--- src/hdl/procPkg.sv ---
`default_nettype none

package procPkg;

    // Word and register file sizes
    localparam int dataWidth = 16;
    localparam int regCount = 8;
    localparam int regAddrWidth = 3;

    // Memory depths in words, upper address bits are ignored
    localparam int imemDepth = 256;
    localparam int dmemDepth = 256;
    localparam int imemAddrWidth = $clog2(imemDepth);
    localparam int dmemAddrWidth = $clog2(dmemDepth);

    // Five-bit opcodes in instr[15:11]
    typedef enum logic [4:0] {
        HALT  = 5'b00000,
        NOP   = 5'b00001,
        J     = 5'b00100,
        ADDI  = 5'b01000,
        SUBI  = 5'b01001,
        XORI  = 5'b01010,
        ANDNI = 5'b01011,
        BEQZ  = 5'b01100,
        BNEZ  = 5'b01101,
        ST    = 5'b10000,
        LD    = 5'b10001,
        LBI   = 5'b11000,
        RRR   = 5'b11011
    } opcodeE;

    // ALU operations, sub is B minus A and andn is A and not B
    typedef enum logic [2:0] {
        ALU_ADD,
        ALU_SUB,
        ALU_XOR,
        ALU_ANDN,
        ALU_PASSB
    } aluOpE;

    // Immediate formats
    typedef enum logic [1:0] {
        IMM_SEXT5,
        IMM_ZEXT5,
        IMM_SEXT8
    } immKindE;

endpackage

`default_nettype wire

--- src/hdl/ctrlIf.sv ---
`timescale 1ns/1ps
`default_nettype none

interface ctrlIf import procPkg::*; ();

    logic    regWrite;
    logic    memWrite;
    logic    memToReg;
    logic    aluSrc;
    logic    branchZero;
    logic    branchNotZero;
    logic    jump;
    logic    halt;
    logic    illegal;
    immKindE immKind;
    aluOpE   aluOp;

    modport dec (
        output regWrite, memWrite, memToReg, aluSrc, branchZero, branchNotZero,
        output jump, halt, illegal, immKind, aluOp
    );
    modport regs (input regWrite, immKind);
    modport alu (input aluSrc, aluOp);
    modport mem (input memWrite, memToReg);
    modport pc (input branchZero, branchNotZero, jump);

endinterface

`default_nettype wire

--- src/hdl/memStage.sv ---
`timescale 1ns/1ps
`default_nettype none

module memStage import procPkg::*; (
    input  logic                 clk,
    input  logic [dataWidth-1:0] aluResult,
    input  logic [dataWidth-1:0] storeData,
    ctrlIf.mem                   ctl,
    output logic [dataWidth-1:0] writeData
);

    logic [dataWidth-1:0]     dmem [dmemDepth];
    logic [dmemAddrWidth-1:0] addr;

    // Byte address from the ALU, bit 0 dropped
    assign addr = aluResult[dmemAddrWidth:1];

    always_ff @(posedge clk) begin
        if (ctl.memWrite) begin
            dmem[addr] <= storeData;
        end
    end

    // Write-back select
    assign writeData = ctl.memToReg ? dmem[addr] : aluResult;

endmodule

`default_nettype wire

--- src/flat_wrapper.sv ---
// flat-port wrapper written by rule: the top's interface ports become plain ports
module memStage_flat import procPkg::*;
  (clk, aluResult, storeData, writeData, ctl_memWrite, ctl_memToReg);
  ctrlIf ctl_i ();
  input  logic clk;
  input  logic [dataWidth-1:0] aluResult;
  input  logic [dataWidth-1:0] storeData;
  output logic [dataWidth-1:0] writeData;
  input wire logic [$bits(ctl_i.memWrite)-1:0] ctl_memWrite;
  input wire logic [$bits(ctl_i.memToReg)-1:0] ctl_memToReg;
  assign ctl_i.memWrite = ctl_memWrite;
  assign ctl_i.memToReg = ctl_memToReg;
  memStage u_core (.clk(clk), .aluResult(aluResult), .storeData(storeData), .ctl(ctl_i), .writeData(writeData));
endmodule
--- config.mk ---
export PLATFORM = sky130hd
export DESIGN_NAME = memStage_flat
export DESIGN_NICKNAME = d
export VERILOG_FILES = /design/src/hdl/procPkg.sv /design/src/hdl/ctrlIf.sv /design/src/hdl/memStage.sv /design/src/flat_wrapper.sv
export SDC_FILE = /design/constraint.sdc
export NUM_CORES = 2
export LEC_CHECK = 0
export BUFFER_PORTS_ARGS = -buffer_cell sky130_fd_sc_hd__buf_2
export CAP_MARGIN = 20
export CORE_ASPECT_RATIO = 0.7
export CORE_UTILIZATION = 45
export CTS_CLUSTER_DIAMETER = 80
export CTS_CLUSTER_SIZE = 20
export DETAILED_ROUTE_END_ITERATION = 8
export PLACE_DENSITY_LB_ADDON = 0.1
export REMOVE_ABC_BUFFERS = 1
export SLEW_MARGIN = 20
export SYNTH_ARGS = -nofsm -noshare
export SYNTH_HDL_FRONTEND = slang
export SYNTH_SLANG_ARGS = --single-unit
--- constraint.sdc ---
create_clock -name clk -period 3.95 [get_ports clk]
set_input_delay 0.79 -clock clk [delete_from_list [all_inputs] [get_ports clk]]
set_output_delay 0.79 -clock clk [all_outputs]
set_load 0.1 [all_outputs]
==> metrics.md <==
| Metric | Value |
|---|---|
| Vias in the first global route | 79910 |
| First-pass GRT wire length | 679.1 mm |
| Post-synth cell types | 61 |
| DRT iter0 DRCs | about 13000 |
| CTS Sinks | 4096 |
| RSZ-0062 raised after global routing | true |
| Final Hold Vio Count | 0 |
| Sequential fraction of the synthesis area | 78.17% |
| Tot GR Track Use | 28.11% |
| First-pass DRT Iterations | 8 |
| Crit Path Max Fanout | 5 |
| Fraction of registers with async set/reset | 0% |
| Required @ worst endpoint | ~3200 ps |
| CP peak stage delay | 460 ps |
| Maximum VDD drop | 384.3 uV |
| Logic pwr share | 8.3% |
| Failing checks | DRC, setup timing |
| Post-synthesis cell area | 0.1573 mm2 |
| Status | finished with violations |
| IO Port Bufs | 50 |
| Fin worst setup slack | -773.6 ps |
| Setup-failing EPs final | 16 |
| Most used DFF post-synth | edfxtp_1 |
| Clock network fraction of total power | 30.9% |
| Synth warn | 0 |
| Master of the slowest instance on the critical path | o211ai_1 |
| Post-synth EDFFs | 4096 |
| Htree depth | 4 |
| Slew Limit Headroom | around 9.8% |
| Reg power frac | between 60% and 70% |
| Worst-margin pin slew | about 1400 ps |
| Post-CTS Hold Buffers | 0 |
| CP most frequent cell | buf_4 |
| Critical path startpoint | aluResult[2] |
| Cell Rows | 181 |
| Nets | 8376 |
| Crit path DAT | 3930 ps |
| Largest net degree at the start of global routing | 141 |
| I/O pin total | 51 |
| Final core utilization | 53.34% |
| Share of layout cells above drive strength 1 | 38.12% |
| Slew Limit Fails | 0 |
| DR vias | slightly above 80000 |
| Synthesized flop and latch total | just over 4000 |
| Power per cell area | ~420 mW/mm2 |
| Number of flip-flops under the largest register name | 4096 |
| Hold WC Path Type | in2reg |
| Crit Path Class | in2out |
| DR WL/cell | 38.33 um |
| DP Wirelength | 320.8 mm |
| Initial antenna violation count | 25 |
| CP Capture Type | primary output |
| Sw frac | 22.42% |
| Clk root buf | clkbuf_16 |
| Area growth syn-to-layout | 17.84% |
| Die height | 496.7 um |
| Initial Utilization | 45.26% |
| Int Power | 61.09 mW |
| Reg clk slew, reported paths | 90 ps |
| Post-place setup slack | -1621 ps |
| CP startpoint kind | input port |
| Switch Pwr | 17.65 mW |
| Remaining global-route overflow | 0 |
| Fmax | 211.7 MHz |
| Final RePlAce weighted congestion | 0.9102 |
| Total Wirelength | 499.5 mm |
| Core area | 0.3476 mm2 |
| Post-route ant nets | 0 |
| Critical-path cell list | buf_16 > buf_16 > buf_12 > buf_6 > mux4_2 > mux2i_1 > buf_4 > o211ai_1 > buf_4 > a21oi_4 > nor4_4 > buf_4 > o32a_1 > buf_6 > buf_12 |
| Largest Register | u_core.dmem |
| Total power | ~79 mW |
| Hold path startpoint | storeData[1] |
| Max clock buf depth | 4 |
| Worst setup endpoint | writeData[4] |
| CTS Buf Count | between 200 and 250 |
| Avg Cell Area, Syn | 22.32 um2 |
| Cells after Synth | around 7100 |
| Crit path time final | 4724 ps |
| CTS tree | yes |
| DR DRC count | 2 |
| Post-route clock period utilization | 119.6% |
| Biggest registers after layout | u_core.dmem: 4096 flops |
| P_leak | 58.95 nW |
| Die footprint | around 0.35 mm2 |
| Min-Delay Path Depth | 1 |
| Max Cap Viol | 0 |
| Die Width | 708.8 um |
| DR vias/cell | approximately 6.4 |
-- synth_stat cells (49+ instances only) --
master / n / area, um2
nor3_1: 51 / 255.2
edfxtp_1: 4096 / 123000
buf_4: 97 / 728.2
clkbuf_1: 141 / 529.3
mux4_2: 998 / 22480
nor2_1: 292 / 1096
o22ai_1: 121 / 757.0
buf_2: 141 / 705.7
nand3_1: 84 / 420.4
a21oi_1: 49 / 245.2
a32oi_1: 66 / 578.1
nand2_1: 248 / 930.9
a22oi_1: 62 / 465.5
mux2i_1: 253 / 2532
-- power groups by stage --
stage                     Clock (mW)  Combinational (mW)  Sequential [mW]
final                           24.3                6.57             47.8
after global routing            26.0                6.76             47.9
after CTS                       24.7                6.36             47.8
after detailed placement           0                5.88             48.8
after global placement             0                5.83             48.8
after floorplan                    0                1.87             48.9
-- timing repair --
action,CTS,global route
pin swaps,69,57
endpoints found under the setup margin,16,16
gates resized for setup,399,142
gates cloned,22,7
setup buffers,81,68
-- worst max-delay path, delay by kind of cell --
family	cells	cell delay, ps
buffers and inverters	9	1470
AO/OA/AOI/OAI	3	820
AND/OR/NAND/NOR	1	390
multiplexers	2	370
-- cell families (layout without fill, tap and decap cells) --
| group | after synthesis | count (layout) | synth area share [%] |
|---|---|---|---|
| AOI/OAI and AO/OA | 491 | 491 | 2.287 |
| buffers and inverters | 431 | 1737 | 1.439 |
| DFF | 4096 | 4096 | 78.17 |
| muxes | 1268 | 1268 | 16.02 |
| other | 0 | 10 | 0 |
| and+or+nand+nor | 764 | 764 | 2.087 |
-- per-stage QoR --
step | cell area [um2] | instances | hold slack (ps) | setup TNS, ps
2_1_floorplan | 155100 | 6628 | 888.9 | -1358980
5_1_grt | 185400 | 13030 | 169.6 | -10360
3_5_place_dp | 174800 | 12610 | 1176 | -18850
3_3_place_gp | 174800 | 12610 | 1169 | -19390
4_1_cts | 184100 | 12960 | 149.6 | -9991
6_report | 185400 | 13030 | 209.2 | -10260
-- layout make-up --
type	count	area, um2
sequential	4096	123000
inverter	9	55.05
multi-input combinational	2523	34390
tap	4666	5838
antenna	10	25.02
clock buffer	236	5906
fill	26720	162200
timing repair buffer	1479	16110
clock inverter	13	103.9
-- how the worst min path moves through the flow --
| stage | to | slack, ps |
|---|---|---|
| finish | u_core.dmem[239][1] | 210 |
| global route | u_core.dmem[239][1] | 170 |
| CTS | u_core.dmem[239][1] | 150 |
| detailed placement | u_core.dmem[206][1] | 1180 |
| global placement | u_core.dmem[238][1] | 1170 |
| floorplan | u_core.dmem[0][0] | 890 |
-- layout by cell type, fill, tap and decap left out, drive strengths merged, types with 5 or more instances in the layout --
| cell type | instances |
|---|---|
| a21oi | 49 |
| a22oi | 62 |
| a32oi | 66 |
| buf | 1458 |
| a211oi | 11 |
| o221ai | 27 |
| bufbuf | 11 |
| nand2b | 11 |
| mux4 | 998 |
| a2111oi | 5 |
| mux2 | 17 |
| nand2 | 248 |
| o21ai | 25 |
| o2111ai | 13 |
| nand3b | 5 |
| edfxtp | 4096 |
| nand4 | 16 |
| nor3 | 51 |
| o22ai | 121 |
| o32a | 8 |
| inv | 13 |
| mux2i | 253 |
| o22a | 16 |
| nand3 | 85 |
| nor4 | 19 |
| o211ai | 13 |
| a31oi | 12 |
| o31a | 5 |
| clkbuf | 246 |
| a221oi | 17 |
| nor2b | 13 |
| clkinv | 7 |
| and2 | 6 |
| diode | 10 |
| and3 | 6 |
| nor2 | 292 |
-- routing by layer --
metal | share of wire [%] | vias up | track usage (%)
met5 | 0.0082 | - | 0
met4 | 2.5 | 6 | 6.130
met3 | 10 | 571 | 5.219
met2 | 44 | 4507 | 41.31
met1 | 43 | 45470 | 44.07
li1 | - | 32240 | -
Note: power is estimated with default switching activity, not from simulation.
