File: src/hdl/procPkg.sv
`default_nettype none

package procPkg;

    // Word and register file sizes
    localparam int dataWidth = 16;
    localparam int regCount = 8;
    localparam int regAddrWidth = 3;

    // Memory depths in words, upper address bits are ignored
    localparam int imemDepth = 256;
    localparam int dmemDepth = 256;
    localparam int imemAddrWidth = $clog2(imemDepth);
    localparam int dmemAddrWidth = $clog2(dmemDepth);

    // Five-bit opcodes in instr[15:11]
    typedef enum logic [4:0] {
        HALT  = 5'b00000,
        NOP   = 5'b00001,
        J     = 5'b00100,
        ADDI  = 5'b01000,
        SUBI  = 5'b01001,
        XORI  = 5'b01010,
        ANDNI = 5'b01011,
        BEQZ  = 5'b01100,
        BNEZ  = 5'b01101,
        ST    = 5'b10000,
        LD    = 5'b10001,
        LBI   = 5'b11000,
        RRR   = 5'b11011
    } opcodeE;

    // ALU operations, sub is B minus A and andn is A and not B
    typedef enum logic [2:0] {
        ALU_ADD,
        ALU_SUB,
        ALU_XOR,
        ALU_ANDN,
        ALU_PASSB
    } aluOpE;

    // Immediate formats
    typedef enum logic [1:0] {
        IMM_SEXT5,
        IMM_ZEXT5,
        IMM_SEXT8
    } immKindE;

endpackage

`default_nettype wire

File: src/hdl/ctrlIf.sv
`timescale 1ns/1ps
`default_nettype none

interface ctrlIf import procPkg::*; ();

    logic    regWrite;
    logic    memWrite;
    logic    memToReg;
    logic    aluSrc;
    logic    branchZero;
    logic    branchNotZero;
    logic    jump;
    logic    halt;
    logic    illegal;
    immKindE immKind;
    aluOpE   aluOp;

    modport dec (
        output regWrite, memWrite, memToReg, aluSrc, branchZero, branchNotZero,
        output jump, halt, illegal, immKind, aluOp
    );
    modport regs (input regWrite, immKind);
    modport alu (input aluSrc, aluOp);
    modport mem (input memWrite, memToReg);
    modport pc (input branchZero, branchNotZero, jump);

endinterface

`default_nettype wire

File: src/hdl/pcControl.sv
`timescale 1ns/1ps
`default_nettype none

module pcControl import procPkg::*; (
    input  logic [dataWidth-1:0] pc,
    input  logic [dataWidth-1:0] instr,
    input  logic [dataWidth-1:0] imm,
    input  logic                 zero,
    ctrlIf.pc                    ctl,
    output logic [dataWidth-1:0] nextPc
);

    logic [dataWidth-1:0] incPc;
    logic [dataWidth-1:0] target;
    logic [dataWidth-1:0] jumpDisp;
    logic                 taken;

    assign incPc    = pc + 16'd2;
    assign jumpDisp = {{5{instr[10]}}, instr[10:0]};
    assign taken    = (ctl.branchZero && zero) || (ctl.branchNotZero && !zero);

    always_comb begin
        if (ctl.jump) begin
            target = incPc + jumpDisp;
        end else if (taken) begin
            target = incPc + imm;
        end else begin
            target = incPc;
        end
    end

    // Keep the PC word aligned
    assign nextPc = {target[dataWidth-1:1], 1'b0};

endmodule

`default_nettype wire

File: src/flat_wrapper.sv
// flat-port wrapper written by rule: the top's interface ports become plain ports
module pcControl_flat import procPkg::*;
  (pc, instr, imm, zero, nextPc, ctl_branchZero, ctl_branchNotZero, ctl_jump);
  ctrlIf ctl_i ();
  input  logic [dataWidth-1:0] pc;
  input  logic [dataWidth-1:0] instr;
  input  logic [dataWidth-1:0] imm;
  input  logic zero;
  output logic [dataWidth-1:0] nextPc;
  input wire logic [$bits(ctl_i.branchZero)-1:0] ctl_branchZero;
  input wire logic [$bits(ctl_i.branchNotZero)-1:0] ctl_branchNotZero;
  input wire logic [$bits(ctl_i.jump)-1:0] ctl_jump;
  assign ctl_i.branchZero = ctl_branchZero;
  assign ctl_i.branchNotZero = ctl_branchNotZero;
  assign ctl_i.jump = ctl_jump;
  pcControl u_core (.pc(pc), .instr(instr), .imm(imm), .zero(zero), .ctl(ctl_i), .nextPc(nextPc));
endmodule
File: config.mk
export PLATFORM = sky130hd
export DESIGN_NAME = pcControl_flat
export DESIGN_NICKNAME = d
export VERILOG_FILES = /design/src/hdl/procPkg.sv /design/src/hdl/ctrlIf.sv /design/src/hdl/pcControl.sv /design/src/flat_wrapper.sv
export SDC_FILE = /design/constraint.sdc
export NUM_CORES = 1
export LEC_CHECK = 0
export BUFFER_PORTS_ARGS = -buffer_cell sky130_fd_sc_hd__clkbuf_2
export CORE_MARGIN = 10
export CORE_UTILIZATION = 54
export DETAILED_ROUTE_END_ITERATION = 12
export GPL_ROUTABILITY_DRIVEN = 0
export MAX_ROUTING_LAYER = met4
export PLACE_DENSITY = 0.85
export SYNTH_ARGS = -nofsm -noshare
export SYNTH_HDL_FRONTEND = slang
export SYNTH_SLANG_ARGS = --single-unit
File: constraint.sdc
create_clock -name vclk -period 6.4
set_input_delay 1.6 -clock vclk [all_inputs]
set_output_delay 1.6 -clock vclk [all_outputs]
set_load 0.05 [all_outputs]
==> results of run 1 <==
-- logic make-up (layout without fill, tap and decap cells) --
kind of cell	Yosys count	after routing	synth area share, %
AOI/OAI and AO/OA	94	94	31.54
other	1	1	0.1918
xor gates and xnor gates	39	39	17.47
muxes	7	7	3.647
and+or+nand+nor	85	85	21.31
adders and majority gates	35	35	23.16
buffers and inverters	13	79	2.687
-- power by group through the flow --
stage / Sequential, uW / Clock (uW) / Combinational (uW)
after global routing: 0 / 0 / 362
after CTS: 0 / 0 / 326
after global placement: 0 / 0 / 320
after detailed placement: 0 / 0 / 325
final: 0 / 0 / 331
after floorplan: 0 / 0 / 244
-- Yosys cell counts, types with 2 or more instances --
library cell	n
ha_1	33
a21oi_1	28
nand2_1	26
xnor2_1	25
nor2_1	21
o21ai_0	20
xor2_1	14
a211oi_1	12
nand3_1	10
a21o_1	9
inv_1	6
mux2i_1	6
nand4_1	6
clkbuf_1	5
and2_1	4
and4_1	4
and3_1	3
o21bai_1	3
a2111oi_0	2
a221o_1	2
a22oi_1	2
a31o_2	2
a31oi_1	2
fa_1	2
nand2b_1	2
nor3_1	2
-- cell type report --
class / count / area (um^2) / area share, %
timing repair buffer: 73 / 395.4 / 16.41
tap: 46 / 57.56 / 2.388
multi-input combinational: 261 / 1934 / 80.27
inverter: 6 / 22.52 / 0.9346
-- metrics by stage --
| step | instance area (um^2) | setup slack [ps] | std cells | hold slack, ps | setup TNS [ps] |
|---|---|---|---|---|---|
| final | 2410 | 248.5 | 386 | 3716 | 0 |
| after floorplan | 1956 | 295.9 | 274 | 3619 | 0 |
| after CTS | 2369 | 126.8 | 385 | 3720 | 0 |
| after global placement | 2369 | 167.1 | 385 | 3708 | 0 |
| after global routing | 2410 | -0.7025 | 386 | 3715 | -0.7025 |
| after detailed placement | 2369 | 133.6 | 385 | 3720 | 0 |
-- metal layers --
metal	global-route usage, %	share of wire [%]	vias up
met1	23.78	46	984
met5	-	0	-
met3	1.002	5.7	8
li1	-	-	1171
met2	30.58	48	72
met4	1.408	1.2	0
-- worst min-delay path: cells and delay by family --
family	cells	cell delay, ps
buffers and inverters	2	300
xor gates and xnor gates	2	210
-- placed cells by master, fill, tap and decap left out, types with 2 or more instances in the layout --
cell       Yosys  routed
a2111oi_0      2       2
a21o_1         9       9
nand2_1       26      26
o21ai_0       20      19
o21bai_1       3       3
clkbuf_2       0      60
and2_1         4       4
and3_1         3       3
nand4_1        6       6
a31o_2         2       2
nor3_1         2       2
a211oi_1      12      12
buf_4          1      11
xnor2_2        0       3
nor2_1        21      21
a221o_1        2       2
a22oi_1        2       2
mux2i_1        6       6
a31oi_1        2       2
nand2b_1       2       2
inv_1          6       6
xor2_1        14      13
and4_1         4       3
ha_1          33      33
nand3_1       10      10
a21oi_1       28      28
xnor2_1       25      22
fa_1           2       2
-- worst paths after layout --
check	from	to	depth (start not counted)
worst max-delay path	pc[1]	nextPc[14]	14
worst min-delay path	pc[15]	nextPc[15]	4
-- repair_timing --
item	CTS	global route
buffers inserted	0	1
resized for setup	0	9
endpoints found under the setup margin	0	3
endpoints found under the hold margin	0	0
==> flow_metrics.py, run 1 <==
metrics = {
    "grt": {
        "grt_max_degree": 34,
        "grt_pass1_vias": 2167,
        "overflow": 0,
        "antenna_found_initial": 0,
        "grt_pass1_wl_um": 9722,
        "grt_usage_pct": 18.04,
    },
    "synth": {
        "syn_nets": 361,
        "seq_area_frac_synth_pct": 0,
        "syn_inst": 274,
        "yosysWarnings": 0,
        "synth_cell_type_count": 49,
        "avgSynthCellArea_um2": 7.137,
        "synth.area.top_cells": "ha_1, xnor2_1, a21oi_1",
        "yosysTopAreaCell": "ha_1",
        "yosysTopAreaCellShare_pct": 21.11,
        "syn-cell-area_um2": 1956,
    },
    "cells_and_area": {
        "design.seq.count": 0,
        "nClkBuffers": 0,
        "insertedDiodeCount": 0,
        "drive_gt1_share_pct": 25.29,
        "area_growth_syn_to_layout_pct": 23.22,
        "nets": 429,
        "seqCellArea_um2": 0,
        "final.fill_count": 293,
        "post-route-util_pct": 70.55,
    },
    "worst_setup_path": {
        "required_ps": 4800,
        "slowest_delay_ps": 300,
        "crit_slowest_cell": "ha_1",
        "crit_chain": "clkbuf_2 > and4_2 > and4_1 > nand3_1 > xnor2_1 > ha_1 > and3_1 > a221oi_1 > nor2_1 > o21ai_1 > a2111oi_0 > a31o_2 > a221o_1 > buf_2",
        "critPathCaptureType": "output port",
        "critPathKind": "input pin to output port",
        "crit_arrival_ps": 4550,
        "cp_max_fo": 6,
        "path_delay_family": "compound AO/OA/AOI/OAI gates",
        "crit_buf_inv": 2,
        "crit_path_start_kind": "input pin",
    },
    "detailed_routing": {
        "vias_per_cell": 5.790,
        "final_antenna_net_count": 0,
        "drtIter0Drc": 150,
        "vias": 2235,
        "first_pass_iters": 4,
        "drc": 0,
        "post_drt_wl_per_cell_um": 15.09,
        "routed_wl_um": 5823,
    },
    "timing": {
        "maxClockFrequency_ghz": 0.1626,
        "max_slew_margin_pct": 60.45,
        "fin_crit_ps": 6151,
        "finalHoldViolCount": 0,
        "setup_violations": 0,
        "fin_crit_sh_pct": 96.12,
        "maxSlewViolCount": 0,
        "tightest_slew_ps": 593.2,
    },
    "power_and_ir_drop": {
        "seq_power_share_pct": 0,
        "finalPower_uw": 331.4,
        "p_sw_share_pct": 63.16,
        "pwr-share-clk_pct": 0,
        "peakVddDrop_v": 0.00006458,
        "comb_power_share_pct": 100.0,
        "p_per_area_nw_per_um2": 137.5,
        "power.leakage_uw": 0.001179,
        "p_int_uw": 122.1,
        "switchingPower_uw": 209.3,
    },
    "worst_hold_path": {
        "hold_path_class": "input pin to output port",
    },
    "floorplan": {
        "initial_core_util_pct": 57.25,
        "die_y_um": 80.18,
        "coreArea_um2": 3416,
        "fp.dieArea_um2": 6429,
        "rows": 21,
        "dieWidth_um": 80.18,
        "io_pins": 68,
    },
    "clock_tree": {
        "cts_hold_buf": 0,
    },
    "placed_design": {
        "io_buffers": 62,
        "place_hpwl_um": 5073,
    },
    "run": {
        "maxCapViolCount": 0,
    },
    "run_status": {
        "outcome": "finished, final reports clean",
    },
}
(Power assumes the default switching activity.)
==> inputs of run 2 (changes only) <==
==> constraint.sdc (replaced) <==
create_clock -name vclk -period 7
set_input_delay 1.75 -clock vclk [all_inputs]
set_output_delay 1.75 -clock vclk [all_outputs]
set_load 0.05 [all_outputs]
==> flow_metrics.py, run 2 (same netlist as run 1, synthesis figures left out) <==
metrics = {
    "floorplan": {
        "die_y_um": 80.18,
        "dieWidth_um": 80.18,
        "fp.dieArea_um2": 6429,
        "coreArea_um2": 3416,
        "io_pins": 68,
        "rows": 21,
        "initial_core_util_pct": 57.25,
    },
    "grt": {
        "grt_max_degree": 34,
        "antenna_found_initial": 0,
        "grt_usage_pct": 17.69,
        "grt_pass1_vias": 2095,
        "grt_pass1_wl_um": 9459,
        "overflow": 0,
    },
    "cells_and_area": {
        "nClkBuffers": 0,
        "insertedDiodeCount": 0,
        "nets": 420,
        "final_cell_mix": "clkbuf_2, ha_1, a21oi_1, nand2_1, xnor2_1",
        "design.seq.count": 0,
        "multiInputGateArea_um2": 1903,
        "seqCellArea_um2": 0,
        "final.fill_count": 310,
        "final_common_cell": "clkbuf_2",
        "drive_gt1_share_pct": 21.75,
        "area_growth_syn_to_layout_pct": 18.04,
        "post-route-util_pct": 67.58,
    },
    "clock_tree": {
        "cts-resized-gates": 0,
        "cts_hold_buf": 0,
        "postCtsSetupBuffers": 0,
    },
    "power_and_ir_drop": {
        "peakVddDrop_v": 0.00005818,
        "switchingPower_uw": 190.7,
        "power.leakage_uw": 0.001113,
        "p_int_uw": 105.0,
        "comb_power_share_pct": 100.0,
        "pwr-share-clk_pct": 0,
        "p_sw_share_pct": 64.48,
        "p_per_area_nw_per_um2": 128.1,
        "finalPower_uw": 295.7,
        "seq_power_share_pct": 0,
    },
    "detailed_routing": {
        "routed_wl_um": 5841,
        "vias_per_cell": 5.981,
        "drtIter0Drc": 181,
        "vias": 2255,
        "drc": 0,
        "first_pass_iters": 5,
        "final_antenna_net_count": 0,
        "post_drt_wl_per_cell_um": 15.49,
    },
    "timing": {
        "fin_crit_ps": 6797,
        "setup_tns_ps": 0,
        "maxClockFrequency_ghz": 0.1471,
        "maxSlewViolCount": 0,
        "tightest_slew_ps": 995.7,
        "fin_crit_sh_pct": 97.10,
        "whs_ps": 4048,
        "setup_violations": 0,
        "max_slew_margin_pct": 31.72,
        "finalHoldViolCount": 0,
        "rsz0062_at_grt": "no",
    },
    "worst_hold_path": {
        "hold_path.startpoint": "pc[15]",
        "hold_path_class": "input pin to output port",
    },
    "worst_setup_path": {
        "critPathKind": "input pin to output port",
        "crit_path_start_kind": "input pin",
        "cp_max_fo": 6,
        "critPathCaptureType": "output port",
        "required_ps": 5250,
        "crit_arrival_ps": 5050,
        "worstSetupStartpoint": "pc[1]",
    },
    "placed_design": {
        "place_hpwl_um": 5073,
        "io_buffers": 62,
    },
    "run": {
        "maxCapViolCount": 0,
    },
    "run_status": {
        "outcome": "finished, final reports clean",
    },
}
-- run 2: cell count changes in the layout (fill, tap and decap cells not counted), sizes merged --
cell and delta:
buf -10, clkbuf +1
-- run 2: metal layers --
layer  GRT usage (%)  routed length [um]
met1           23.56                2535
met2           29.29                2829
met3          0.8909                 435
met4           2.289                  40
met5               -                   0
-- run 2: per-stage QoR --
step                      std cells  setup slack [ps]  instance area, um^2
after floorplan                 274             595.9                 1956
after global placement          377             384.0                 2308
after detailed placement        377             321.4                 2308
after CTS                       377             319.3                 2308
after global routing            377             29.51                 2308
final                           377             202.8                 2308
-- run 2: worst paths after layout --
| path | end | slack [ps] | cells after the start |
|---|---|---|---|
| worst max-delay path | nextPc[15] | 200 | 13 |
| worst min-delay path | nextPc[15] | 4050 | 4 |
-- run 2: critical path: stages --
cell and delay [ps]:
clkbuf_2 140, ha_1 200, nand3_1 140, xnor2_1 330
ha_1 360, nand3_1 140, a21oi_1 70, a2111oi_0 670
o21ai_0 230, xor2_1 190, a211oi_1 330, xnor2_1 170
clkbuf_2 310
-- run 2: area by class of cell --
class                           instances  area share [%]
Tap cell                               46           2.493
Multi-Input combinational cell        261           82.44
Timing Repair Buffer                   64           14.09
Inverter                                6          0.9756
-- run 2: power groups by stage --
stage               clock network (uW)  registers, uW  logic [uW]
detailed placement                   0              0         292
floorplan                            0              0         223
finish                               0              0         296
global placement                     0              0         287
global route                         0              0         322
CTS                                  0              0         293
