===== src/hdl/procPkg.sv =====
`default_nettype none

package procPkg;

    // Word and register file sizes
    localparam int dataWidth = 16;
    localparam int regCount = 8;
    localparam int regAddrWidth = 3;

    // Memory depths in words, upper address bits are ignored
    localparam int imemDepth = 256;
    localparam int dmemDepth = 256;
    localparam int imemAddrWidth = $clog2(imemDepth);
    localparam int dmemAddrWidth = $clog2(dmemDepth);

    // Five-bit opcodes in instr[15:11]
    typedef enum logic [4:0] {
        HALT  = 5'b00000,
        NOP   = 5'b00001,
        J     = 5'b00100,
        ADDI  = 5'b01000,
        SUBI  = 5'b01001,
        XORI  = 5'b01010,
        ANDNI = 5'b01011,
        BEQZ  = 5'b01100,
        BNEZ  = 5'b01101,
        ST    = 5'b10000,
        LD    = 5'b10001,
        LBI   = 5'b11000,
        RRR   = 5'b11011
    } opcodeE;

    // ALU operations, sub is B minus A and andn is A and not B
    typedef enum logic [2:0] {
        ALU_ADD,
        ALU_SUB,
        ALU_XOR,
        ALU_ANDN,
        ALU_PASSB
    } aluOpE;

    // Immediate formats
    typedef enum logic [1:0] {
        IMM_SEXT5,
        IMM_ZEXT5,
        IMM_SEXT8
    } immKindE;

endpackage

`default_nettype wire


===== src/hdl/ctrlIf.sv =====
`timescale 1ns/1ps
`default_nettype none

interface ctrlIf import procPkg::*; ();

    logic    regWrite;
    logic    memWrite;
    logic    memToReg;
    logic    aluSrc;
    logic    branchZero;
    logic    branchNotZero;
    logic    jump;
    logic    halt;
    logic    illegal;
    immKindE immKind;
    aluOpE   aluOp;

    modport dec (
        output regWrite, memWrite, memToReg, aluSrc, branchZero, branchNotZero,
        output jump, halt, illegal, immKind, aluOp
    );
    modport regs (input regWrite, immKind);
    modport alu (input aluSrc, aluOp);
    modport mem (input memWrite, memToReg);
    modport pc (input branchZero, branchNotZero, jump);

endinterface

`default_nettype wire


===== src/hdl/control.sv =====
`timescale 1ns/1ps
`default_nettype none

module control import procPkg::*; (
    input  opcodeE      opcode,
    input  logic [1:0]  funct,
    input  logic        active,
    ctrlIf.dec          ctl
);

    logic regWr;
    logic memWr;

    always_comb begin
        regWr             = 1'b0;
        memWr             = 1'b0;
        ctl.memToReg      = 1'b0;
        ctl.aluSrc        = 1'b0;
        ctl.branchZero    = 1'b0;
        ctl.branchNotZero = 1'b0;
        ctl.jump          = 1'b0;
        ctl.halt          = 1'b0;
        ctl.illegal       = 1'b0;
        ctl.immKind       = IMM_SEXT5;
        ctl.aluOp         = ALU_PASSB;

        case (opcode)
            HALT: ctl.halt = 1'b1;
            NOP:  ;
            J:    ctl.jump = 1'b1;
            ADDI, SUBI, XORI, ANDNI: begin
                regWr      = 1'b1;
                ctl.aluSrc = 1'b1;
                if (opcode == XORI || opcode == ANDNI) begin
                    ctl.immKind = IMM_ZEXT5;
                end
                case (opcode)
                    ADDI:    ctl.aluOp = ALU_ADD;
                    SUBI:    ctl.aluOp = ALU_SUB;
                    XORI:    ctl.aluOp = ALU_XOR;
                    default: ctl.aluOp = ALU_ANDN;
                endcase
            end
            BEQZ, BNEZ: begin
                ctl.immKind       = IMM_SEXT8;
                ctl.branchZero    = (opcode == BEQZ);
                ctl.branchNotZero = (opcode == BNEZ);
            end
            ST, LD: begin
                // Address is Rs plus the sign-extended offset
                ctl.aluSrc   = 1'b1;
                ctl.aluOp    = ALU_ADD;
                memWr        = (opcode == ST);
                regWr        = (opcode == LD);
                ctl.memToReg = (opcode == LD);
            end
            LBI: begin
                regWr       = 1'b1;
                ctl.aluSrc  = 1'b1;
                ctl.immKind = IMM_SEXT8;
            end
            RRR: begin
                regWr = 1'b1;
                case (funct)
                    2'b00:   ctl.aluOp = ALU_ADD;
                    2'b01:   ctl.aluOp = ALU_SUB;
                    2'b10:   ctl.aluOp = ALU_XOR;
                    default: ctl.aluOp = ALU_ANDN;
                endcase
            end
            default: begin
                ctl.illegal = 1'b1;
                ctl.halt    = 1'b1;
            end
        endcase

        // No state changes unless the core is stepping
        ctl.regWrite = regWr && active;
        ctl.memWrite = memWr && active;
    end

endmodule

`default_nettype wire


===== src/flat_wrapper.sv =====
// flat-port wrapper written by rule: the top's interface ports become plain ports
module control_flat import procPkg::*;
  (opcode, funct, active, ctl_regWrite, ctl_memWrite, ctl_memToReg, ctl_aluSrc, ctl_branchZero, ctl_branchNotZero, ctl_jump, ctl_halt, ctl_illegal, ctl_immKind, ctl_aluOp);
  ctrlIf ctl_i ();
  input  opcodeE opcode;
  input  logic [1:0] funct;
  input  logic active;
  output wire logic [$bits(ctl_i.regWrite)-1:0] ctl_regWrite;
  output wire logic [$bits(ctl_i.memWrite)-1:0] ctl_memWrite;
  output wire logic [$bits(ctl_i.memToReg)-1:0] ctl_memToReg;
  output wire logic [$bits(ctl_i.aluSrc)-1:0] ctl_aluSrc;
  output wire logic [$bits(ctl_i.branchZero)-1:0] ctl_branchZero;
  output wire logic [$bits(ctl_i.branchNotZero)-1:0] ctl_branchNotZero;
  output wire logic [$bits(ctl_i.jump)-1:0] ctl_jump;
  output wire logic [$bits(ctl_i.halt)-1:0] ctl_halt;
  output wire logic [$bits(ctl_i.illegal)-1:0] ctl_illegal;
  output wire logic [$bits(ctl_i.immKind)-1:0] ctl_immKind;
  output wire logic [$bits(ctl_i.aluOp)-1:0] ctl_aluOp;
  assign ctl_regWrite = ctl_i.regWrite;
  assign ctl_memWrite = ctl_i.memWrite;
  assign ctl_memToReg = ctl_i.memToReg;
  assign ctl_aluSrc = ctl_i.aluSrc;
  assign ctl_branchZero = ctl_i.branchZero;
  assign ctl_branchNotZero = ctl_i.branchNotZero;
  assign ctl_jump = ctl_i.jump;
  assign ctl_halt = ctl_i.halt;
  assign ctl_illegal = ctl_i.illegal;
  assign ctl_immKind = ctl_i.immKind;
  assign ctl_aluOp = ctl_i.aluOp;
  control u_core (.opcode(opcode), .funct(funct), .active(active), .ctl(ctl_i));
endmodule

===== config.mk =====
export PLATFORM = sky130hd
export DESIGN_NAME = control_flat
export DESIGN_NICKNAME = d
export VERILOG_FILES = /design/src/hdl/procPkg.sv /design/src/hdl/ctrlIf.sv /design/src/hdl/control.sv /design/src/flat_wrapper.sv
export SDC_FILE = /design/constraint.sdc
export NUM_CORES = 1
export LEC_CHECK = 0
export ABC_AREA = 0
export BUFFER_PORTS_ARGS = -buffer_cell sky130_fd_sc_hd__buf_4
export CORE_AREA = 2 2 39 41
export DETAILED_ROUTE_END_ITERATION = 8
export DIE_AREA = 0 0 41 43
export MAX_ROUTING_LAYER = met4
export SLEW_MARGIN = 10
export SYNTH_ARGS = -nofsm -noshare
export SYNTH_HDL_FRONTEND = slang
export SYNTH_SLANG_ARGS = --single-unit

===== constraint.sdc =====
create_clock -name vclk -period 1.7
set_clock_uncertainty 0.15 [all_clocks]
set_input_delay 0 -clock vclk [all_inputs]
set_output_delay 0 -clock vclk [all_outputs]
set_load 0.03 [all_outputs]

==> metrics.md, run 1 <==
| Metric | Value |
|---|---|
| Crit Path Max Fanout | 11 |
| Area taken by flip-flops and latches | 0 um^2 |
| Final net count | 77 |
| Post-cts sizing count | 0 |
| Max_cap viols | 0 |
| Number of clock-tree buffers in the layout | 0 |
| Biggest area contributors in the synthesized netlist | nor2_1 9.2%, a21oi_1 8.8%, nor2b_1 8.8% |
| Total non-filler cell area in the finished layout | 434.2 um^2 |
| Critical Path End Type | output pin |
| Highest-count cells in the layout ignoring fill and taps | 22 x buf_4, 7 x nor2_1, 6 x nand2_1 |
| HPWL reported at the end of detailed placement | 610.7 um |
| Starting density of the core | 0.2061 |
| Post-Syn Instances | 50 |
| Setup Total Neg Slack | 0 ns |
| Total detailed-routing wirelength | 825 um |
| Net Count, Synth | 58 |
| Final setup violation count | 0 |
| Worst endpoint data arrival time | 0.87 ns |
| Die height | 43 um |
| Residual overflow from global routing | 0 |
| Min-Delay Path Depth | 3 |
| Area share of the largest cell type after synthesis | 0.09211 |
| Post-route ant nets | 0 |
| Internal power of the cells | 0.04967 mW |
| Fraction of power consumed by sequential logic | 0 |
| Count of hold buffers inserted by post-cts repair | 0 |
| Vias per std cell | 4.554 |
| First DRT Iteration DRCs | 4 |
| Warnings from Yosys | 0 |
| Count of endpoints failing hold in the final timing report | 0 |
| Result of the run | complete, no violations |
| Antenna violations before repair | 0 |
| Net Switching | 0.07087 mW |
| Power per cell area | 277.6 nW/um^2 |
| Static power due to leakage | 0.2185 nW |
| Worst path required time | 1.55 ns |
| First-pass GRT wire length | 1262 um |
| Max Clk Rate | 980.7 MHz |
| Router iterations before antenna repair | 4 |
| Worst slew slack as a fraction of its limit | 0.8384 |
| Die span in x | 41 um |
| Number of inserted filler cells in the final layout | 164 |
| Area used by multi-input combinational logic | 245.2 um^2 |
| Largest net degree at the start of global routing | 16 |
| Mapped Area | 285.3 um^2 |
| Number of unique standard cell types used by synthesis | 25 |
| Standard cell core area | 1384 um^2 |
| Logic gate share of total power | 1.000 |
| Final RePlAce weighted congestion | 0.8129 |
| I/O pin cnt | 22 |
| Per-instance average area after synthesis | 5.705 um^2 |
| Number of vias after detailed routing | 378 |
| Via count of the first global-routing pass | 317 |
| Overall power after layout | 0.1205 mW |
| Most frequent standard cell in the layout excluding fill and tap cells | buf_4 |
| Cell area after placement | 434.2 um^2 |
| Final critical-path setup slack | 0.6803 ns |
| DP Worst Slack | 0.6833 ns |
| Utilization after layout | 0.3137 |
| Std-Cell Rows | 14 |
| Die Outline Area | 1763 um^2 |
| Post-route DRC | 0 |
| Fraction of final layout cells with drive strength greater than 1 | 0.3284 |
| Switch share | 0.5880 |
| Wire per inst | 9.940 um |
| Worst Tran Pin Value | 0.2401 ns |
| CP startpoint kind | input pin |
| Count of final max-slew check failures | 0 |
| Setup CP Type | in -> out |
| Maximum VDD drop | 0.1017 mV |
| Library cell occupying the most area in the post-synthesis netlist | nor2_1 |
| Minimum clock period | 1.020 ns |
| Number of I/O port buffers | 22 |
| Clock share of power | 0 |
| Diode count | 0 |
| Synthesis-to-layout area growth | 52.19% |
| Count of sequential standard cells | 0 |
| Fin crit share | 0.5998 |
| Buffers inserted by post-CTS timing repair | 0 |
| Unrepaired setup endpoints after global routing | false |
| Fraction of the yosys area taken by sequential cells | 0 |
| Worst min-delay path category | in -> out |
| Overall fraction of global-route tracks in use | 0.09519 |
## synth_stat cells
| master | count |
|---|---|
| nand2b_1 | 2 |
| and2b_1 | 1 |
| and3b_1 | 1 |
| and3_1 | 1 |
| nor3_1 | 3 |
| a22oi_1 | 1 |
| a21oi_1 | 5 |
| nor2_1 | 7 |
| mux2i_1 | 1 |
| clkbuf_4 | 1 |
| nor4_1 | 1 |
| or2_1 | 1 |
| a21o_1 | 2 |
| buf_4 | 1 |
| a2bb2oi_1 | 1 |
| buf_6 | 1 |
| buf_2 | 2 |
| o211a_1 | 1 |
| o21ai_1 | 3 |
| inv_1 | 1 |
| or2b_1 | 1 |
| nand3_1 | 1 |
| nand2_1 | 6 |
| nor2b_1 | 4 |
| o21ai_0 | 1 |
## critical path, stage by stage
cell      delay (ns)
buf_4           0.15
nand2b_1        0.19
or2_1           0.23
a21o_1          0.15
buf_4           0.16
## cells by family (layout without fill, tap and decap cells)
logic type             after synthesis  in the layout  share of synthesized area
buffers and inverters                6             23                     0.1404
AND/OR/NAND/NOR                     29             29                     0.5220
multiplexers                         1              1                    0.03509
AO/OA/AOI/OAI                       14             14                     0.3026
## power groups by stage
| stage | Clock, mW | Sequential [mW] | Combinational [mW] |
|---|---|---|---|
| 2_1_floorplan | 0 | 0 | 0.0831 |
| 3_3_place_gp | 0 | 0 | 0.121 |
| 3_5_place_dp | 0 | 0 | 0.121 |
| 4_1_cts | 0 | 0 | 0.121 |
| 5_1_grt | 0 | 0 | 0.131 |
| 6_report | 0 | 0 | 0.121 |
## final timing paths
kind                   from      endpoint  slack (ns)
hold / removal    opcode[2]    ctl_aluSrc        0.22
setup / recovery  opcode[3]  ctl_aluOp[2]        0.68
## metrics by stage
stage,instances,hold slack [ns]
after floorplan,50,0.04614
after global placement,83,0.2180
after detailed placement,83,0.2188
after CTS,83,0.2167
after global routing,83,0.2423
final,83,0.2165
## final cells by class
class	count	area share
timing repair buffer	22	0.3804
multi-input combinational	44	0.5648
tap	16	0.04611
inverter	1	0.008646
## routing by layer
| layer | global-route usage | vias to the layer above | routed length [um] |
|---|---|---|---|
| met5 | - | - | 0 |
| met4 | 0 | 0 | 0 |
| met3 | 0 | 0 | 70 |
| met2 | 0.1563 | 17 | 331 |
| met1 | 0.1361 | 154 | 423 |
| li1 | - | 207 | - |
(Power assumes the default switching activity.)
==> run 2: changes to the inputs <==
clock period = 0.85 ns   (was 1.7 ns; I/O delays follow)
==> metrics.md, run 2 (same netlist as run 1, synthesis figures left out) <==
| Metric | Value |
|---|---|
| Result of the run | finished with violations |
| Violated checks | setup timing |
| Slowest library cell on the worst path | or2b_1 |
| Residual overflow from global routing | 0 (unchanged) |
| Max Clk Rate | 1041 MHz |
| Starting density of the core | 0.2061 (unchanged) |
| Number of vias after detailed routing | 471 (+25%) |
| Power per cell area | 531.0 nW/um^2 (+91%) |
| Area taken by flip-flops and latches | 0 um^2 (unchanged) |
| Count of endpoints failing hold in the final timing report | 0 (unchanged) |
| Via count of the first global-routing pass | 458 (+44%) |
| Highest-count cells in the layout ignoring fill and taps | 18 x buf_4, 15 x buf_6, 4 x a21oi_2 |
| CP startpoint kind | input pin |
| Worst path required time | 0.70 ns (-0.85 ns) |
| I/O pin cnt | 22 (unchanged) |
| Final net count | 94 (+22%) |
| Die Outline Area | 1763 um^2 (unchanged) |
| Router iterations before antenna repair | 4 (unchanged) |
| Max_cap viols | 0 (unchanged) |
| Startpoint of the most critical hold path | funct[0] |
| HPWL reported at the end of detailed placement | 763.7 um (+25%) |
| Worst min-delay path category | in -> out |
| Crit Path Max Fanout | 8 (-3) |
| Std-Cell Rows | 14 (unchanged) |
| Static power due to leakage | 0.3816 nW (+75%) |
| Worst Tran Pin Value | 0.2128 ns (-0.02736 ns) |
| Wire per inst | 12.00 um (+21%) |
| Total detailed-routing wirelength | 1200 um (+45%) |
| Die height | 43 um (unchanged) |
| Count of final max-slew check failures | 0 (unchanged) |
| Final RePlAce weighted congestion | 0.7947 (-2.2%) |
| Utilization after layout | 0.5814 (+0.2676) |
| Post-route DRC | 0 (unchanged) |
| Overall fraction of global-route tracks in use | 0.1515 (+0.05629) |
| Vias per std cell | 4.710 (+3.4%) |
| Fin crit share | 1.130 |
| Maximum VDD drop | 0.2463 mV (+140%) |
| First-pass GRT wire length | 1938 um (+54%) |
| Number of clock-tree buffers in the layout | 0 (unchanged) |
| Unrepaired setup endpoints after global routing | true |
| First DRT Iteration DRCs | 1 (-3) |
| Synthesis-to-layout area growth | 182.0% |
| Antenna violations before repair | 0 (unchanged) |
| Worst slack on hold paths | 0.2050 ns (-0.01158 ns) |
| Minimum clock period | 0.9603 ns |
| Worst slew slack as a fraction of its limit | 0.8571 (+0.01865) |
| Fraction of final layout cells with drive strength greater than 1 | 0.7143 (+0.3859) |
| Setup CP Type | in -> out |
| Most frequent standard cell in the layout excluding fill and tap cells | buf_4 |
| Number of I/O port buffers | 22 (unchanged) |
| Delay contributed by the slowest stage of the critical path | 0.25 ns (+0.02 ns) |
| Post-route ant nets | 0 (unchanged) |
| Cell-by-cell listing of the critical path | buf_12, or2b_1, a2bb2oi_2, a21oi_2, buf_6 |
| Count of sequential standard cells | 0 (unchanged) |
| Final critical-path setup slack | -0.1103 ns (-0.7906 ns) |
| Standard cell core area | 1384 um^2 (unchanged) |
| Die span in x | 41 um (unchanged) |
| Critical Path End Type | output pin |
| Worst Setup SP | opcode[1] |
| Worst endpoint data arrival time | 0.81 ns (-0.06 ns) |
| Diode count | 0 (unchanged) |
| Largest net degree at the start of global routing | 9 (-7) |
| Final setup violation count | 7 (+7) |
## run 2: metrics by stage
| stage | TNS, ns | total power, mW | cells | instance area [um^2] | setup slack, ns |
|---|---|---|---|---|---|
| after floorplan | -0.3221 | 0.1821 | 50 | 326.6 | -0.1764 |
| after global placement | -1.069 | 0.3079 | 96 | 579.3 | -0.1390 |
| after detailed placement | -1.076 | 0.3101 | 96 | 579.3 | -0.1380 |
| after CTS | -0.4417 | 0.3943 | 99 | 733.2 | -0.1152 |
| after global routing | -0.8338 | 0.4538 | 100 | 804.5 | -0.1488 |
| final | -0.3913 | 0.4272 | 100 | 804.5 | -0.1103 |
## run 2: worst max-delay path, delay by kind of cell
kind                   cells  cell delay [ns]
AOI/OAI and AO/OA          2             0.31
buffers and inverters      2             0.26
and+or+nand+nor            1             0.25
## run 2: metal layers
metal / track usage / wire (um) / up-vias
li1: - / - / 241
met1: 0.1930 / 493 / 215
met2: 0.2656 / 634 / 15
met3: 0.005236 / 72 / 0
met4: 0.006667 / 0 / 0
met5: - / 0 / -
## run 2: final cells by class
class | instances | area (um^2)
multi-input combinational | 44 | 359.1
inverter | 1 | 3.754
tap | 16 | 20.02
fill | 133 | 579.3
timing repair buffer | 39 | 421.7
## run 2: what timing repair did
action                                  CTS  global route
pin swaps                                 8             9
gates resized for setup                  26            16
cloned                                    1             0
hold buffers                              0             0
endpoints found under the setup margin   14            14
buffers inserted                          2             1
## run 2: power by group
group	internal [mW]	leakage (nW)	switching, mW
clock	0	0	0
combinational	0.228	0.382	0.199
sequential	0	0	0
total	0.228	0.382	0.199
## run 2: worst paths after layout
check	endpoint	slack (ns)	cells after the start
worst max-delay path	ctl_regWrite	-0.11	5
worst min-delay path	ctl_aluOp[0]	0.20	4
