===== src/hdl/procPkg.sv =====
`default_nettype none

package procPkg;

    // Word and register file sizes
    localparam int dataWidth = 16;
    localparam int regCount = 8;
    localparam int regAddrWidth = 3;

    // Memory depths in words, upper address bits are ignored
    localparam int imemDepth = 256;
    localparam int dmemDepth = 256;
    localparam int imemAddrWidth = $clog2(imemDepth);
    localparam int dmemAddrWidth = $clog2(dmemDepth);

    // Five-bit opcodes in instr[15:11]
    typedef enum logic [4:0] {
        HALT  = 5'b00000,
        NOP   = 5'b00001,
        J     = 5'b00100,
        ADDI  = 5'b01000,
        SUBI  = 5'b01001,
        XORI  = 5'b01010,
        ANDNI = 5'b01011,
        BEQZ  = 5'b01100,
        BNEZ  = 5'b01101,
        ST    = 5'b10000,
        LD    = 5'b10001,
        LBI   = 5'b11000,
        RRR   = 5'b11011
    } opcodeE;

    // ALU operations, sub is B minus A and andn is A and not B
    typedef enum logic [2:0] {
        ALU_ADD,
        ALU_SUB,
        ALU_XOR,
        ALU_ANDN,
        ALU_PASSB
    } aluOpE;

    // Immediate formats
    typedef enum logic [1:0] {
        IMM_SEXT5,
        IMM_ZEXT5,
        IMM_SEXT8
    } immKindE;

endpackage

`default_nettype wire


===== src/hdl/ctrlIf.sv =====
`timescale 1ns/1ps
`default_nettype none

interface ctrlIf import procPkg::*; ();

    logic    regWrite;
    logic    memWrite;
    logic    memToReg;
    logic    aluSrc;
    logic    branchZero;
    logic    branchNotZero;
    logic    jump;
    logic    halt;
    logic    illegal;
    immKindE immKind;
    aluOpE   aluOp;

    modport dec (
        output regWrite, memWrite, memToReg, aluSrc, branchZero, branchNotZero,
        output jump, halt, illegal, immKind, aluOp
    );
    modport regs (input regWrite, immKind);
    modport alu (input aluSrc, aluOp);
    modport mem (input memWrite, memToReg);
    modport pc (input branchZero, branchNotZero, jump);

endinterface

`default_nettype wire


===== src/hdl/decode.sv =====
`timescale 1ns/1ps
`default_nettype none

module decode import procPkg::*; (
    input  logic                    clk,
    input  logic                    rst,
    input  logic [dataWidth-1:0]    instr,
    input  logic [dataWidth-1:0]    writeData,
    ctrlIf.regs                     ctl,
    output logic [dataWidth-1:0]    readA,
    output logic [dataWidth-1:0]    readB,
    output logic [dataWidth-1:0]    imm,
    output logic [regAddrWidth-1:0] wbReg
);

    logic [dataWidth-1:0] regs [regCount];
    opcodeE               opcode;

    assign opcode = opcodeE'(instr[15:11]);

    // Rs and Rt read ports
    assign readA = regs[instr[10:8]];
    assign readB = regs[instr[7:5]];

    // Destination is Rd for RRR, Rs for LBI and Rt for I1
    always_comb begin
        if (opcode == RRR) begin
            wbReg = instr[4:2];
        end else if (opcode == LBI) begin
            wbReg = instr[10:8];
        end else begin
            wbReg = instr[7:5];
        end
    end

    always_comb begin
        case (ctl.immKind)
            IMM_ZEXT5: imm = {11'b0, instr[4:0]};
            IMM_SEXT8: imm = {{8{instr[7]}}, instr[7:0]};
            default:   imm = {{11{instr[4]}}, instr[4:0]};
        endcase
    end

    always_ff @(posedge clk) begin
        if (rst) begin
            for (int i = 0; i < regCount; i++) begin
                regs[i] <= '0;
            end
        end else if (ctl.regWrite) begin
            regs[wbReg] <= writeData;
        end
    end

endmodule

`default_nettype wire


===== src/flat_wrapper.sv =====
// flat-port wrapper written by rule: the top's interface ports become plain ports
module decode_flat import procPkg::*;
  (clk, rst, instr, writeData, readA, readB, imm, wbReg, ctl_regWrite, ctl_immKind);
  ctrlIf ctl_i ();
  input  logic clk;
  input  logic rst;
  input  logic [dataWidth-1:0] instr;
  input  logic [dataWidth-1:0] writeData;
  output logic [dataWidth-1:0] readA;
  output logic [dataWidth-1:0] readB;
  output logic [dataWidth-1:0] imm;
  output logic [regAddrWidth-1:0] wbReg;
  input wire logic [$bits(ctl_i.regWrite)-1:0] ctl_regWrite;
  input wire logic [$bits(ctl_i.immKind)-1:0] ctl_immKind;
  assign ctl_i.regWrite = ctl_regWrite;
  assign ctl_i.immKind = ctl_immKind;
  decode u_core (.clk(clk), .rst(rst), .instr(instr), .writeData(writeData), .ctl(ctl_i), .readA(readA), .readB(readB), .imm(imm), .wbReg(wbReg));
endmodule

===== config.mk =====
export PLATFORM = sky130hd
export DESIGN_NAME = decode_flat
export DESIGN_NICKNAME = d
export VERILOG_FILES = /design/src/hdl/procPkg.sv /design/src/hdl/ctrlIf.sv /design/src/hdl/decode.sv /design/src/flat_wrapper.sv
export SDC_FILE = /design/constraint.sdc
export NUM_CORES = 1
export LEC_CHECK = 0
export ABC_AREA = 1
export BUFFER_PORTS_ARGS = -buffer_cell sky130_fd_sc_hd__buf_4
export CAP_MARGIN = 40
export CORE_ASPECT_RATIO = 0.5
export CORE_MARGIN = 2
export CORE_UTILIZATION = 40
export CTS_BUF_LIST = sky130_fd_sc_hd__clkbuf_2 sky130_fd_sc_hd__clkbuf_4 sky130_fd_sc_hd__clkbuf_8
export CTS_CLUSTER_SIZE = 25
export DETAILED_ROUTE_END_ITERATION = 7
export PLACE_DENSITY = 0.6
export SYNTH_ARGS = -nofsm -noshare
export SYNTH_HDL_FRONTEND = slang
export SYNTH_SLANG_ARGS = --single-unit

===== constraint.sdc =====
create_clock -name clk -period 3.45 [get_ports clk]
set_input_delay 0.69 -clock clk [delete_from_list [all_inputs] [get_ports clk]]
set_output_delay 0.69 -clock clk [all_outputs]
set_load 0.02 [all_outputs]

==> flow_summary.ini, run 1 <==
[outcome]
status = completed

[routing]
highest-signal-layer = met4
drc_errors = 0
route.met3.wl_um = 1950
dr.pass1.iters = 5
met1_length_um = 11200
vias = 6639
wl_um = 24400
wl_per_cell_um = 21.1
antenna_left = 0
drtIter0Drc = 821
viasPerCell = 5.75
met2_length_um = 10900

[critical_path]
crit_chain = buf_4, inv_1, buf_4, a21oi_1, a31oi_1, buf_4
startpoint = instr[6]
path_max_fanout = 50
cp-end-kind = output pin
critPathLaunchType = primary input
crit_buf_inv = 4
crit_path_end = readB[6]
cp_num_cells = 6
crit_type = in2out
required_ns = 2.76
path_delay_family = buffers and inverters
cpPeakStageDelay_ns = 0.47
crit_slowest_cell = buf_4
cp.arrival_ns = 2.18
cpMostUsedCell = buf_4

[global_routing]
antenna_found_initial = 0
grt-ovfl-total = 0
grt_pass1_wl_um = 36100
grt_max_degree = 82
track_usage_pct = 23.3
grt_pass1_vias = 6054

[cts]
clkTransAtPathRegs_ns = 0.08
post-cts-setup-buffers = 0
root_buffer = clkbuf_8
cts_htree_levels = 4
tritoncts = done
cts_buffers = 17
cts_hold_buf = 0
cts_resized = 0
cts_max_path_buffers = 2
cts.sinks = 128

[die]
die_area_sq_mm = 0.0208
die_width_um = 202
initial_core_util_pct = 40.6
row_count = 36
core-area_sq_mm = 0.0193
dieHeight_um = 103
io_pins = 88

[finish]
largest_reg_flops = 128
top_regs = u_core.regs (128)
fillers = 1809
diodes = 0
fin_area_sq_mm = 0.00904
largest_register = u_core.regs
seqCellArea_sq_mm = 0.00384
final_cell_mix = edfxtp_1 (128), o21ai_0 (121), buf_4 (114), nor3_2 (95), nand2_1 (76)
layout-drive-gt1-share_pct = 29.9
nNetsFinal = 915
final_common_cell = edfxtp_1
final_cells = 1155
area_growth_pct = 15.3
multi_input_area_sq_mm = 0.00324

[sta]
finalSetupViolCount = 0
slew_viol_final = 0
holdWs_ns = 0.774
fmax_mhz = 348
worst_pin_slew_ns = 0.806
setup-tns-final_ns = 0
rsz0062_at_grt = false
finalWorstSetupSlack_ns = 0.576
finalCritPeriodShare_pct = 83.3
final-hold-violation-count = 0
slew-limit-headroom_pct = 45.7
fin_crit_ns = 2.87

[placement]
pre_cts_slack_ns = 0.612
placed_area_sq_mm = 0.00864
io_buffers = 83
dpl.hpwl_um = 15700
place_inst = 1124
routabilityCongestion = 0.852

[pwr]
ir_worst_vdd_uv = 208
p_per_area_mw_per_mm2 = 443
leakage_nw = 3.10

[synth]
ys_seq_elements = 128
avgSynthCellArea_sq_um = 9.48
synth_warnings = 0
synth_cell_type_count = 28
synth_nets = 865
postSynthCellCount = 827
ys_seq_area_share_pct = 49.0
synth_area_sq_mm = 0.00784

[run]
maxCapViolations = 0

[hold_path]
hp-class = in2reg
## cells in the mapped netlist, drive strengths merged
cell type | instances | area (sq um)
a21oi | 64 | 320
a31oi | 32 | 200
buf | 53 | 382
clkbuf | 34 | 128
clkinv | 17 | 63.8
edfxtp | 128 | 3840
ha | 1 | 12.5
inv | 59 | 221
nand2 | 84 | 340
nand3 | 12 | 75.1
nand4 | 6 | 37.5
nor2 | 35 | 149
nor3 | 128 | 1120
o211ai | 32 | 240
o21ai | 139 | 696
or2 | 3 | 18.8
## routing by layer
layer,global-route usage [%],vias to the layer above
met3,3.51,40
met5,0,-
met2,35.7,347
li1,-,3058
met1,34.3,3194
met4,6.62,0
## metrics by stage
stage	util (%)	power (W)
CTS	46.8	0.00401
floorplan	-	0.00237
global route	46.8	0.00414
global placement	44.7	0.00266
detailed placement	44.7	0.00267
finish	46.8	0.00401
## power by group
part / switching (W) / internal, W
clock network: 0.000650 / 0.000710
logic: 0.000547 / 0.000243
registers: 0.0000421 / 0.00181
total: 0.00124 / 0.00277
## final cells by class
cell class / count / area share [%]
clock buffers: 17 / 2.59
repair buffers: 118 / 10.4
flip-flops and latches: 128 / 42.5
inverters: 76 / 3.16
clock inverters: 14 / 1.84
well taps: 266 / 3.68
multi-input cells: 536 / 35.9
## worst min path at each step
stage,start,endpoint,slack (ns),depth (start not counted)
after floorplan,writeData[15],u_core.regs[2][15],1.03,2
after global placement,writeData[15],u_core.regs[2][15],1.21,3
after detailed placement,writeData[15],u_core.regs[2][15],1.23,3
after CTS,writeData[15],u_core.regs[3][15],0.75,3
after global routing,writeData[15],u_core.regs[3][15],0.76,3
final,writeData[15],u_core.regs[3][15],0.77,3
## cells by family after synthesis
logic type               Yosys count  synth area share, %
flip-flops                       128                 49.0
AO/OA/AOI/OAI                    267                 18.6
buffers and inverters            163                 10.1
adder cells (fa/ha/maj)            1                0.159
AND/OR/NAND/NOR                  268                 22.1
Power figures use the tool's default switching activity.
==> run 2, diff against run 1 <==
Settings changed: PLACE_DENSITY 0.6 to 0.62.
Clock period 3.45 ns to 2.4 ns, I/O delays scaled along.
==> flow_summary.ini, run 2 (same netlist as run 1, synthesis figures left out) <==
[sta]
rsz0062_at_grt = false
fmax_mhz = 448
finalCritPeriodShare_pct = 93.0
worst_pin_slew_ns = 0.511
fin_crit_ns = 2.23
finalSetupViolCount = 0
final-hold-violation-count = 0
slew_viol_final = 0
slew-limit-headroom_pct = 66.0

[global_routing]
grt-ovfl-total = 0
grt_pass1_wl_um = 34400
antenna_found_initial = 0
track_usage_pct = 21.8
grt_pass1_vias = 6221
grt_max_degree = 82

[die]
initial_core_util_pct = 40.6
die_area_sq_mm = 0.0208
dieHeight_um = 103
die_width_um = 202
io_pins = 88
row_count = 36
core-area_sq_mm = 0.0193

[routing]
antenna_left = 0
wl_um = 22600
dr.pass1.iters = 5
vias = 6548
viasPerCell = 5.65
wl_per_cell_um = 19.5
drc_errors = 0
drtIter0Drc = 733

[cts]
cts_hold_buf = 0
cts_htree_levels = 4
cts_resized = 0
root_buffer = clkbuf_8
clkTransAtPathRegs_ns = 0.07
cts_max_path_buffers = 2
post-cts-setup-buffers = 0
cts_buffers = 17
tritoncts = done
cts.sinks = 128

[finish]
diodes = 0
final_cell_mix = edfxtp_1 (128), o21ai_0 (120), buf_4 (104), nor3_2 (95), nand2_1 (76)
final_common_cell = edfxtp_1
nNetsFinal = 919
largest_reg_flops = 128
top_regs = u_core.regs (128)
layout-drive-gt1-share_pct = 29.8
area_growth_pct = 17.5
largest_register = u_core.regs
fin_area_sq_mm = 0.00921

[critical_path]
critPathLaunchType = primary input
cpPeakStageDelay_ns = 0.29
crit_buf_inv = 3
crit_slowest_cell = buf_12
crit_type = in2out
cp.arrival_ns = 1.75
required_ns = 1.92
path_delay_family = compound AO/OA/AOI/OAI gates
path_max_fanout = 81
cp-end-kind = output pin
crit_chain = buf_4, buf_12, o21ai_0, o21ai_0, a21oi_1, a31oi_1, buf_4

[pwr]
leakage_nw = 3.18
fin_total_pwr_w = 0.00555
ir_worst_vdd_uv = 320
p_per_area_mw_per_mm2 = 603

[run]
maxCapViolations = 0

[hold_path]
min_to = u_core.regs[3][15]
hp-start = writeData[15]
hold_path_depth = 3
hp-class = in2reg

[placement]
dpl.hpwl_um = 14700
io_buffers = 83
routabilityCongestion = 0.917
placed_area_sq_mm = 0.00883

[outcome]
status = completed
run 2: cell types whose count changed in the layout (fill, tap and decap cells not counted), sizes merged:
cell / change
bufinv: -1
clkinvlp: -3
clkinv: +3
buf: +3
clkbuf: +3
inv: -2
run 2: how the worst max path moves through the flow:
stage	start	to	cells after the start
2_1_floorplan	instr[14]	u_core.regs[3][0]	9
5_1_grt	instr[8]	readA[12]	8
6_report	instr[5]	readB[12]	7
3_5_place_dp	instr[8]	readA[12]	7
4_1_cts	instr[8]	readA[12]	7
3_3_place_gp	instr[8]	u_core.regs[7][8]	7
run 2: tightest hold or removal path: cells and delay by family:
family                 cells  cell delay, ns
and+or+nand+nor            1            0.07
buffers and inverters      2            0.28
run 2: power breakdown:
| group | internal (W) | switching (W) |
|---|---|---|
| Sequential | 0.00261 | 0.0000596 |
| Clock | 0.000907 | 0.000821 |
| Combinational | 0.000393 | 0.000764 |
run 2: layer usage:
metal / GRT usage, % / wire length, um / vias to the layer above
met5: 0 / 0 / -
met4: 8.77 / 648 / 0
met3: 3.63 / 1540 / 45
met2: 36.2 / 10600 / 277
met1: 28.8 / 9800 / 3154
li1: - / - / 3072
run 2: area by class of cell:
class	count	area, sq um
Timing Repair Buffer	122	1150
Clock buffer	19	249
Inverter	76	285
Fill cell	1820	10100
Multi-Input combinational cell	536	3250
Clock inverter	11	98.8
Tap cell	266	333
Sequential cell	128	3840
run 2: stage by stage:
stage                     cells  util [%]  worst slack [ns]  TNS (ns)  hold WS (ns)
after global routing       1158      47.7            0.0509         0         0.552
after detailed placement   1127      45.7             0.191         0         0.960
after global placement     1127      45.7             0.195         0         0.960
final                      1158      47.7             0.169         0         0.553
after CTS                  1157      47.5             0.183         0         0.543
after floorplan             827         -            -0.103     -3.29         0.818
==> run 3, diff against run 2 <==
Settings changed: ABC_AREA 1 to unset, PLACE_DENSITY 0.62 to 0.63.
==> flow_summary.ini, run 3 <==
[outcome]
status = completed

[pwr]
cell_internal_pwr_w = 0.00429
p_per_area_mw_per_mm2 = 658
clkPwrFrac_pct = 33.4
ir_worst_vdd_uv = 342
comb_power_share_pct = 21.4
p_seq_share_pct = 45.2
leakage_nw = 3.08
power.switching_w = 0.00166
p_sw_share_pct = 27.9

[die]
io_pins = 88
die_area_sq_mm = 0.0197
dieHeight_um = 100
core-area_sq_mm = 0.0183
row_count = 35
die_width_um = 196
initial_core_util_pct = 40.6

[sta]
rsz0062_at_grt = false
worst_pin_slew_ns = 0.597
fmax_mhz = 424
slew_viol_final = 0
fin_crit_ns = 2.36
finalCritPeriodShare_pct = 98.2
setup-tns-final_ns = 0
final-hold-violation-count = 0
finalSetupViolCount = 0
slew-limit-headroom_pct = 60.2
holdWs_ns = 0.592

[critical_path]
crit_type = in2out
required_ns = 1.92
path_max_fanout = 9
cp-end-kind = output pin
cp.arrival_ns = 1.88
critPathLaunchType = primary input

[synth]
avgSynthCellArea_sq_um = 14.2
ys_seq_elements = 128
synth_common_cells = edfxtp_1 (128), nor4_1 (104), mux4_2 (64)
synth_enable_flop_cells = 128
synth.top_cell.area_share_pct = 51.9
synth.area.top_cells = edfxtp_1 (52%), mux4_2 (19%), nor4_1 (8.8%)
synth_area_sq_mm = 0.00741
postSynthCellCount = 520
synth_top_flop_cell = edfxtp_1
synth_most_common_cell = edfxtp_1
synth_warnings = 0
async_flop_share_pct = 0
synth_nets = 558
synth_top_area_cell = edfxtp_1
ys_seq_area_share_pct = 51.9
synth_cell_type_count = 30

[routing]
drtIter0Drc = 471
wl_um = 20900
dr.pass1.iters = 5
wl_per_cell_um = 24.6
vias = 5214
antenna_left = 0
viasPerCell = 6.14
drc_errors = 0

[finish]
layout-drive-gt1-share_pct = 47.5
nNetsFinal = 635
final_cells = 849
utilization_pct = 49.5
final_cell_mix = edfxtp_1 (128), buf_4 (123), nor4_1 (104), mux4_2 (64), nand2_1 (49)
final_common_cell = edfxtp_1
largest_reg_flops = 128
area_growth_pct = 22.0
largest_register = u_core.regs
top_regs = u_core.regs (128)
diodes = 0

[global_routing]
grt_max_degree = 42
antenna_found_initial = 0
grt_pass1_vias = 5254
track_usage_pct = 21.9
grt_pass1_wl_um = 31900
grt-ovfl-total = 0

[run]
maxCapViolations = 0

[cts]
tritoncts = done
cts_max_path_buffers = 2
clkTransAtPathRegs_ns = 0.07
cts.sinks = 128
root_buffer = clkbuf_8
cts_buffers = 17
post-cts-setup-buffers = 0
cts_htree_levels = 4

[placement]
place_inst = 818
dpl.hpwl_um = 13800
io_buffers = 83
routabilityCongestion = 0.761

[hold_path]
hp-class = in2reg
## run 3: cell types whose count changed in the layout (fill, tap and decap cells not counted), sizes merged, moves of 35 or more
cell	delta
a21oi	-64
nor3	-128
mux4	+64
nor4	+130
inv	-37
nand2	-35
o21ai	-138
nor2	-35
## run 3: routing by layer
metal | GRT usage (%) | share of wire [%] | wire, um
met1 | 31.5 | 45 | 9310
met2 | 35.6 | 48 | 10100
met3 | 3.29 | 6.3 | 1320
met4 | 4.90 | 0.74 | 155
met5 | 0 | 0 | 0
## run 3: what timing repair did
action	4_1_cts	5_1_grt
gates cloned	0	0
gates resized for setup	0	1
endpoints found under the setup margin	1	1
hold buffers	0	0
pin swaps	1	0
## run 3: critical path, stage by stage
cell and delay, ns:
buf_4 0.21, buf_12 0.18, mux4_2 0.50, mux2_2 0.32, buf_4 0.17
## run 3: path summary, 6_finish.rpt
| check | startpoint | to | depth (start not counted) |
|---|---|---|---|
| max | instr[8] | readA[3] | 5 |
| min | writeData[6] | u_core.regs[3][6] | 3 |
## run 3: final cells by class
cell class	count	area, sq um
Multi-Input combinational cell	288	3150
Inverter	23	86.3
Clock inverter	13	170
Timing Repair Buffer	139	1240
Clock buffer	18	241
Fill cell	1572	9230
Sequential cell	128	3840
Tap cell	240	300
## run 3: power by group through the flow
stage / sequential [W] / combinational [W] / clock, W
global placement: 0.00272 / 0.00126 / 0
CTS: 0.00269 / 0.00127 / 0.00199
floorplan: 0.00270 / 0.000812 / 0
global route: 0.00271 / 0.00134 / 0.00208
finish: 0.00269 / 0.00127 / 0.00198
detailed placement: 0.00274 / 0.00127 / 0
## run 3: logic make-up after synthesis
kind of cell	share of synthesized area, %
AND/OR/NAND/NOR	16.5
flip-flops	51.9
buffers and inverters	7.43
multiplexers	21.9
AO/OA/AOI/OAI	2.01
XOR/XNOR	0.118
adder cells (fa/ha/maj)	0.169
## run 3: per-stage QoR
stage	total power (W)	instance area [sq um]	worst slack, ns
after detailed placement	0.00401	8610	-0.107
after floorplan	0.00351	7500	-0.261
after CTS	0.00595	9030	0.0145
after global placement	0.00399	8610	-0.0378
after global routing	0.00612	9040	0.00296
final	0.00595	9040	0.0428
